===== src/mdpx_defs.svh =====
`ifndef MDPX_DEFS_SVH
`define MDPX_DEFS_SVH

// width of the chip's operation mode register.
`define OMR_BITS 48

// DAC bank seen by the host.
`define DAC_COUNT 8
`define DAC_BITS 8

// the longest burst is the OMR followed by every DAC value.
`define FRAME_BITS 112

// holds any frame length up to FRAME_BITS.
`define LEN_BITS 7

`define N_CHANNELS 2

`endif


===== src/medipix_pkg.sv =====
`include "mdpx_defs.svh"

package medipix_pkg;

  // operation mode register, most significant field first as shifted out.
  typedef struct packed {
    logic [2:0] m;
    logic       crw_srw;
    logic       polarity;
    logic [1:0] ps;
    logic       disc_csm_spm;
    logic       enable_tp;
    logic [1:0] count_l;
    logic [2:0] column_block;
    logic       column_blocksel;
    logic [2:0] row_block;
    logic       row_blocksel;
    logic       equalization;
    logic       colour_mode;
    logic       csm_spm;
    logic       info_header;
    logic [5:0] fuse_sel;
    logic [5:0] fuse_pulse_wd;
    logic [1:0] gain_mode;
    logic       sense_dac;
    logic       ext_dac;
    logic       ext_bg_sel;
    logic [7:0] reserved;
  } omr_t;

  typedef enum logic [2:0] {
    M_IDLE      = 3'b000,
    M_SET_OMR   = 3'b011,
    M_LOAD_DACS = 3'b100
  } m_code_t;

  // bits are left-aligned, only the first len of them go out.
  typedef struct packed {
    logic [`FRAME_BITS-1:0] bits;
    logic [`LEN_BITS-1:0]   len;
    m_code_t                m;
  } burst_frame_t;

endpackage


===== src/nios_pkg.sv =====
package nios_pkg;

  // first byte of every host command, sent with sync high.
  typedef enum logic [7:0] {
    OP_OMR_WRITE = 8'h01,
    OP_DAC_WRITE = 8'h02,
    OP_DAC_LOAD  = 8'h03
  } opcode_t;

  typedef enum logic [1:0] {
    IDLE,
    OMR_BYTES,
    DAC_INDEX,
    DAC_VALUE
  } dec_state_t;

endpackage


===== src/burst_if.sv =====
`timescale 1ns/1ns

interface burst_if ();

  logic                clk_mdpx;
  logic                data_mdpx;
  logic                en_mdpx;
  logic                busy;
  medipix_pkg::m_code_t m;

  modport channel (output clk_mdpx, output data_mdpx, output en_mdpx, output busy, output m);

  modport sink (input clk_mdpx, input data_mdpx, input en_mdpx, input busy, input m);

  // the decoder only needs to know whether a burst is running.
  modport monitor (input busy);

endinterface


===== src/command_decoder.sv =====
`timescale 1ns/1ns
`include "mdpx_defs.svh"

module command_decoder (
  input  logic                      clk_nios,
  input  logic                      reset,
  input  logic                      en,
  input  logic                      sync,
  input  logic [7:0]                data,
  burst_if.monitor                  chan [`N_CHANNELS],
  output logic [`N_CHANNELS-1:0]    start,
  output medipix_pkg::burst_frame_t frame
);

  localparam int OMR_CH = 0;
  localparam int LOAD_CH = 1;
  localparam int OMR_LAST = `OMR_BITS / 8 - 1;
  localparam int IDX_BITS = $clog2(`DAC_COUNT);
  localparam int DAC_FLAT = `DAC_COUNT * `DAC_BITS;

  nios_pkg::dec_state_t          state;
  logic [$clog2(OMR_LAST+1)-1:0] byte_cnt;
  logic [`OMR_BITS-9:0]          omr_shift;
  medipix_pkg::omr_t             omr;
  logic [`DAC_BITS-1:0]          dac [`DAC_COUNT];
  logic [IDX_BITS-1:0]           dac_idx;
  logic [DAC_FLAT-1:0]           dac_flat;
  logic [`N_CHANNELS-1:0]        busy;
  logic [`N_CHANNELS-1:0]        go;
  logic                          blocked;

  genvar g;
  generate
    for (g = 0; g < `N_CHANNELS; g++) begin : g_busy
      assign busy[g] = chan[g].busy;
    end
  endgenerate

  // a launch still on its way to a channel counts as busy too.
  assign blocked = (|busy) | (|go) | (|start);

  always_ff @(posedge clk_nios) begin
    if (reset) begin
      state    <= nios_pkg::IDLE;
      byte_cnt <= '0;
      omr      <= '0;
      dac_idx  <= '0;
      go       <= '0;
      start    <= '0;
      for (int i = 0; i < `DAC_COUNT; i++) begin
        dac[i] <= '0;
      end
    end else begin
      go    <= '0;
      start <= go; // one cycle between acceptance and start.
      if (en && sync) begin
        byte_cnt <= '0;
        case (nios_pkg::opcode_t'(data))
          nios_pkg::OP_OMR_WRITE: state <= nios_pkg::OMR_BYTES;
          nios_pkg::OP_DAC_WRITE: state <= nios_pkg::DAC_INDEX;
          nios_pkg::OP_DAC_LOAD: begin
            state <= nios_pkg::IDLE;
            if (!blocked) begin
              go[LOAD_CH] <= 1'b1;
            end
          end
          default: state <= nios_pkg::IDLE; // unknown opcodes are ignored.
        endcase
      end else if (en) begin
        case (state)
          nios_pkg::OMR_BYTES: begin
            omr_shift <= {omr_shift[`OMR_BITS-17:0], data};
            if (byte_cnt == OMR_LAST) begin
              state <= nios_pkg::IDLE;
              // the register only takes the new value if the burst can go.
              if (!blocked) begin
                omr         <= {omr_shift, data};
                go[OMR_CH]  <= 1'b1;
              end
            end else begin
              byte_cnt <= byte_cnt + 1'b1;
            end
          end
          nios_pkg::DAC_INDEX: begin
            dac_idx <= data[IDX_BITS-1:0];
            state   <= nios_pkg::DAC_VALUE;
          end
          nios_pkg::DAC_VALUE: begin
            dac[dac_idx] <= data;
            state        <= nios_pkg::IDLE;
          end
          default: state <= nios_pkg::IDLE;
        endcase
      end
    end
  end

  // DAC 0 ends up right after the OMR in the burst.
  always_comb begin
    for (int i = 0; i < `DAC_COUNT; i++) begin
      dac_flat[DAC_FLAT-1-i*`DAC_BITS -: `DAC_BITS] = dac[i];
    end
  end

  always_comb begin
    if (start[LOAD_CH]) begin
      frame.bits = {omr, dac_flat};
      frame.len  = `LEN_BITS'(`FRAME_BITS);
      frame.m    = medipix_pkg::M_LOAD_DACS;
    end else begin
      frame.bits = {omr, {(`FRAME_BITS-`OMR_BITS){1'b0}}};
      frame.len  = `LEN_BITS'(`OMR_BITS);
      frame.m    = medipix_pkg::M_SET_OMR;
    end
  end

endmodule


===== src/burst_channel.sv =====
`timescale 1ns/1ns
`include "mdpx_defs.svh"

module burst_channel (
  input  logic                      clk_nios,
  input  logic                      reset,
  input  logic                      start,
  input  medipix_pkg::burst_frame_t frame,
  burst_if.channel                  pins
);

  logic [`FRAME_BITS-1:0] shift;
  logic [`LEN_BITS-1:0]   bits_left;
  logic                   phase; // low half of a bit when clear.
  logic                   active;
  medipix_pkg::m_code_t   code;

  always_ff @(posedge clk_nios) begin
    if (reset) begin
      active    <= 1'b0;
      phase     <= 1'b0;
      bits_left <= '0;
    end else if (start && !active) begin
      active    <= 1'b1;
      phase     <= 1'b0;
      bits_left <= frame.len;
    end else if (active) begin
      phase <= ~phase;
      if (phase) begin
        bits_left <= bits_left - 1'b1;
        if (bits_left == `LEN_BITS'(1)) begin
          active <= 1'b0; // last high phase done.
        end
      end
    end
  end

  // next bit moves up at the end of each high phase.
  always_ff @(posedge clk_nios) begin
    if (start && !active) begin
      shift <= frame.bits;
      code  <= frame.m;
    end else if (active && phase) begin
      shift <= shift << 1;
    end
  end

  assign pins.clk_mdpx  = phase;
  assign pins.data_mdpx = active & shift[`FRAME_BITS-1];
  assign pins.en_mdpx   = active;
  assign pins.busy      = active;
  assign pins.m         = active ? code : medipix_pkg::M_IDLE;

endmodule


===== src/output_select.sv =====
`timescale 1ns/1ns
`include "mdpx_defs.svh"

module output_select (
  burst_if.sink                 chan [`N_CHANNELS],
  output logic                  clk_mdpx,
  output logic                  data_mdpx,
  output logic                  en_mdpx,
  output medipix_pkg::m_code_t  m
);

  logic [`N_CHANNELS-1:0] busy;
  logic [`N_CHANNELS-1:0] clk_v;
  logic [`N_CHANNELS-1:0] data_v;
  logic [`N_CHANNELS-1:0] en_v;
  medipix_pkg::m_code_t   m_v [`N_CHANNELS];

  genvar g;
  generate
    for (g = 0; g < `N_CHANNELS; g++) begin : g_unpack
      assign busy[g]   = chan[g].busy;
      assign clk_v[g]  = chan[g].clk_mdpx;
      assign data_v[g] = chan[g].data_mdpx;
      assign en_v[g]   = chan[g].en_mdpx;
      assign m_v[g]    = chan[g].m;
    end
  endgenerate

  // scanned from the top so the lowest busy channel wins.
  always_comb begin
    clk_mdpx  = 1'b0;
    data_mdpx = 1'b0;
    en_mdpx   = 1'b0;
    m         = medipix_pkg::M_IDLE;
    for (int i = `N_CHANNELS - 1; i >= 0; i--) begin
      if (busy[i]) begin
        clk_mdpx  = clk_v[i];
        data_mdpx = data_v[i];
        en_mdpx   = en_v[i];
        m         = m_v[i];
      end
    end
  end

endmodule


===== src/medipix_bridge.sv =====
`timescale 1ns/1ns
`include "mdpx_defs.svh"

module medipix_bridge (
  input  logic       clk_nios,
  input  logic       reset,
  input  logic       en,
  input  logic       sync,
  input  logic [7:0] data,
  output logic       clk_mdpx,
  output logic       data_mdpx,
  output logic       en_mdpx,
  output logic [2:0] m
);

  logic [`N_CHANNELS-1:0]    start;
  medipix_pkg::burst_frame_t frame;

  // channel 0 sends OMR writes, channel 1 the DAC loads.
  burst_if chan_if [`N_CHANNELS] ();

  command_decoder decoder_i (
    .clk_nios (clk_nios),
    .reset    (reset),
    .en       (en),
    .sync     (sync),
    .data     (data),
    .chan     (chan_if),
    .start    (start),
    .frame    (frame)
  );

  genvar g;
  generate
    for (g = 0; g < `N_CHANNELS; g++) begin : g_channel
      burst_channel channel_i (
        .clk_nios (clk_nios),
        .reset    (reset),
        .start    (start[g]),
        .frame    (frame),
        .pins     (chan_if[g])
      );
    end
  endgenerate

  output_select select_i (
    .chan      (chan_if),
    .clk_mdpx  (clk_mdpx),
    .data_mdpx (data_mdpx),
    .en_mdpx   (en_mdpx),
    .m         (m)
  );

endmodule


===== config.mk =====
export PLATFORM = sky130hd
export DESIGN_NAME = medipix_bridge
export DESIGN_NICKNAME = d
export VERILOG_FILES = /design/src/medipix_pkg.sv /design/src/nios_pkg.sv /design/src/burst_if.sv /design/src/command_decoder.sv /design/src/burst_channel.sv /design/src/output_select.sv /design/src/medipix_bridge.sv
export VERILOG_INCLUDE_DIRS = /design/src
export SDC_FILE = /design/constraint.sdc
export NUM_CORES = 1
export LEC_CHECK = 0
export BUFFER_PORTS_ARGS = -buffer_cell sky130_fd_sc_hd__clkbuf_2
export CAP_MARGIN = 20
export CORE_MARGIN = 2
export CORE_UTILIZATION = 30
export CTS_CLUSTER_SIZE = 40
export DETAILED_ROUTE_END_ITERATION = 7
export SETUP_SLACK_MARGIN = 0.2
export SLEW_MARGIN = 10
export SYNTH_ARGS = -nofsm -noshare
export SYNTH_HDL_FRONTEND = slang
export SYNTH_HIERARCHICAL = 1
export SYNTH_SLANG_ARGS = --single-unit

===== constraint.sdc =====
create_clock -name clk_nios -period 4.3 [get_ports clk_nios]
set_input_delay 0.86 -clock clk_nios [delete_from_list [all_inputs] [get_ports clk_nios]]
set_output_delay 0.86 -clock clk_nios [all_outputs]
set_load 0.03 [all_outputs]

==> impl_metrics.json <==
{
  "status": "finished clean",
  "fmax_mhz": 353,
  "p_clk_frac": 0.447,
  "core_um2": 57400,
  "area_growth_pct": 11.8,
  "cp_max_fo": 23,
  "rows": 88,
  "layout_min_cycle_time_ns": 2.83,
  "synth-edff-count": 334,
  "p_sw_frac": 0.194,
  "ys.flop_type": "edfxtp_1",
  "postRouteAntennaNets": 0,
  "cts_root_buf": "clkbuf_16",
  "vdd_ir_drop_max_mv": 0.240,
  "cts_made_buffers": 42,
  "fp.dieW_um": 244,
  "async_flop_share": 0,
  "dieArea_um2": 59600,
  "syn_area_um2": 17300,
  "antennaDiodeCount": 0,
  "n_fill_cell": 5708,
  "yosys.area.top_type": "edfxtp_1",
  "hold_buffers": 0,
  "dp_hpwl_mm": 20.3,
  "seq_area_frac_synth": 0.670,
  "seq_power_share": 0.543,
  "share_comb_of_total_power": 0.010,
  "grt_max_degree": 84,
  "cp_top_family": "flip-flops",
  "routedWlPerCell_um": 14.5,
  "max-cap-violations": 0,
  "track_usage": 0.118,
  "worst_slew_pin_slew_ns": 0.935,
  "yosysTopAreaCellShare": 0.579,
  "endpoint_kind": "primary output",
  "grt_antenna_before_repair": 0,
  "initial_core_util": 0.302,
  "synthCells": 1635,
  "cellPowerDensity_nw_per_um2": 409,
  "tritoncts": "built",
  "skew_ns": 0.0168,
  "critical_path.max_stage_delay_ns": 0.79,
  "cp.required_ns": 3.44,
  "clk_pin_slew_worst_paths_ns": 0.06,
  "grt-ovfl-total": 0,
  "cts_resized": 0,
  "remaining_drc_errors": 0,
  "syn_avg_cell_area_um2": 10.6,
  "power.switching_uw": 1530,
  "drtPass1Iterations": 5,
  "setup_violations": 0,
  "io_buffer_count": 17,
  "h-tree-depth": 2,
  "wl_mm": 34.9,
  "clock_latency_ns": 0.54,
  "vias_per_cell": 4.47,
  "yosys.cell_types.count": 55,
  "cp.arrival_ns": 1.97,
  "worstSetupPathType": "flip-flop to primary output",
  "ios": 18,
  "fp.dieH_um": 244,
  "slew_headroom": 0.377,
  "post-route-util": 0.337,
  "cp_cell_sequence": "and2_1, nand2_1, o21ai_0, clkbuf_2",
  "ys_seq_elements": 412,
  "post_cts_buffers": 0,
  "netlist_top_cells_area": "edfxtp_1, nand2_1, dfxtp_1",
  "drt_iter0_drc": 814,
  "finalMaxSlewViolations": 0,
  "yosysWarnings": 6,
  "leakage_uw": 0.00727,
  "final_hold_viol_count": 0,
  "place_congestion": 0.721,
  "clock-sinks": 412,
  "p_int_uw": 6380,
  "rsz0062_at_grt": "false",
  "clockBufferDepth": 3,
  "crit_slowest_cell": "dfxtp_1",
  "fin_nets": 1636,
  "tns_ns": 0,
  "drive_gt1_frac": 0.0819,
  "crit_path_start_kind": "flip-flop",
  "route.vias.total": 10778,
  "min-delay-path-class": "flip-flop to flip-flop",
  "path_buf_inv": 1,
  "post-route-period-util": 0.658,
  "grt_pass1_vias": 10954,
  "grt_pass1_wl_mm": 57.6
}
## worst reg2reg max path, cell delays in order, from the launching register on
cell and delay [ns]:
dfxtp_1 0.68, nand2b_4 0.28, buf_4 0.57, inv_4 0.43, buf_12 0.37, nand2_1 0.13
nand2_1 0.08
## metrics by stage
step / hold WS, ns / std cells / setup WS, ns / total power (µW) / cell area (µm²)
floorplan: 0.426 / 1639 / 0.468 / 4420 / 17300
global placement: 0.433 / 2339 / 1.46 / 4460 / 18000
detailed placement: 0.438 / 2339 / 1.36 / 4460 / 18000
CTS: 0.436 / 2413 / 1.41 / 8010 / 19400
global route: 0.458 / 2413 / 1.21 / 8180 / 19400
finish: 0.444 / 2413 / 1.47 / 7910 / 19400
## worst paths after layout
check / cells after the start / startpoint / to / slack (ns)
hold reg to reg: 0 / decoder_i/omr_shift[12] / decoder_i/omr_shift[20] / 0.44
setup reg to reg: 6 / g_channel[1].channel_i/pins.busy / g_channel[1].channel_i/shift[65] / 1.48
hold / removal: 0 / decoder_i/omr_shift[12] / decoder_i/omr_shift[20] / 0.44
setup / recovery: 4 / g_channel[0].channel_i/pins.busy / m[1] / 1.47
## Yosys cell counts (3+ instances only)
cell type,count
and3_2,4
nor2_2,3
and2_1,142
nor2b_1,4
or2_2,8
a21oi_1,50
dfxtp_1,78
a22o_2,4
nor3_1,7
or3_1,3
nor2_1,24
o21ai_0,5
nor4_1,5
buf_6,5
ha_1,6
inv_1,9
nand3_1,6
nor4_2,3
nand2_1,780
buf_4,13
a2111oi_2,4
buf_2,57
clkbuf_1,19
a211oi_1,9
nand2b_1,4
mux2i_1,5
edfxtp_1,334
## metal layers
| layer | GRT usage | vias to the layer above | part of all wire |
|---|---|---|---|
| met5 | 0 | - | 0 |
| met4 | 0.0355 | 0 | 0.021 |
| met3 | 0.0201 | 55 | 0.040 |
| met2 | 0.201 | 178 | 0.48 |
| met1 | 0.155 | 5199 | 0.46 |
| li1 | - | 5346 | - |
## sequential cells by signal (all words and copies together), names as in the netlist
| register | flops |
|---|---|
| decoder_i/omr_shift | 40 |
| decoder_i/omr | 48 |
| decoder_i/start | 2 |
| g_channel.channel_i/code | 6 |
| g_channel.channel_i/bits_left | 14 |
| g_channel.channel_i/shift | 224 |
| decoder_i/dac | 64 |
| decoder_i/state | 2 |
| decoder_i/dac_idx | 3 |
| decoder_i/go | 2 |
| decoder_i/byte_cnt | 3 |
| g_channel.channel_i/pins.busy | 2 |
| g_channel.channel_i/pins.clk_mdpx | 2 |
## layout by cell type, fill, tap and decap left out, types with 3 or more instances in the layout
| cell | instances |
|---|---|
| nor4_2 | 3 |
| edfxtp_1 | 334 |
| a211oi_1 | 9 |
| nor3_1 | 7 |
| buf_12 | 4 |
| nor2_2 | 3 |
| inv_1 | 9 |
| or3_1 | 3 |
| clkinv_1 | 5 |
| bufinv_16 | 3 |
| clkbuf_1 | 12 |
| conb_1 | 6 |
| nand2_1 | 778 |
| o21ai_0 | 5 |
| or2_2 | 8 |
| a22o_2 | 4 |
| buf_4 | 11 |
| and3_2 | 4 |
| a2111oi_2 | 4 |
| clkinv_2 | 5 |
| nand3_1 | 6 |
| nor4_1 | 5 |
| nor2b_1 | 4 |
| clkbuf_16 | 43 |
| clkbuf_8 | 4 |
| a21oi_1 | 50 |
| and2_1 | 141 |
| ha_1 | 6 |
| nand2b_1 | 4 |
| mux2i_1 | 5 |
| clkbuf_2 | 16 |
| dfxtp_1 | 77 |
| nor2_1 | 24 |
## kinds of logic after synthesis
| family | Yosys count | share of synthesized area |
|---|---|---|
| other | 2 | 0.000434 |
| AOI/OAI and AO/OA | 84 | 0.0317 |
| buffers and inverters | 107 | 0.0323 |
| adders and majority gates | 6 | 0.00434 |
| and+or+nand+nor | 1017 | 0.258 |
| DFF | 412 | 0.670 |
| xor gates and xnor gates | 2 | 0.00101 |
| muxes | 5 | 0.00289 |
## cell type report
class	instances	area, µm²	area share
sequential	412	11600	0.599
inverter	11	46.3	0.00239
clock buffer	59	1180	0.0608
tap	765	957	0.0495
multi-input combinational	1120	5190	0.268
clock inverter	15	150	0.00776
timing repair buffer	31	243	0.0125
## power groups by stage
stage	sequential [µW]	combinational (µW)	clock (µW)
after floorplan	4380	43.0	0
after detailed placement	4380	79.3	0
after global routing	4290	84.9	3800
after CTS	4290	79.8	3640
final	4290	79.2	3540
after global placement	4380	77.1	0
Note: power is estimated with default switching activity, not from simulation.
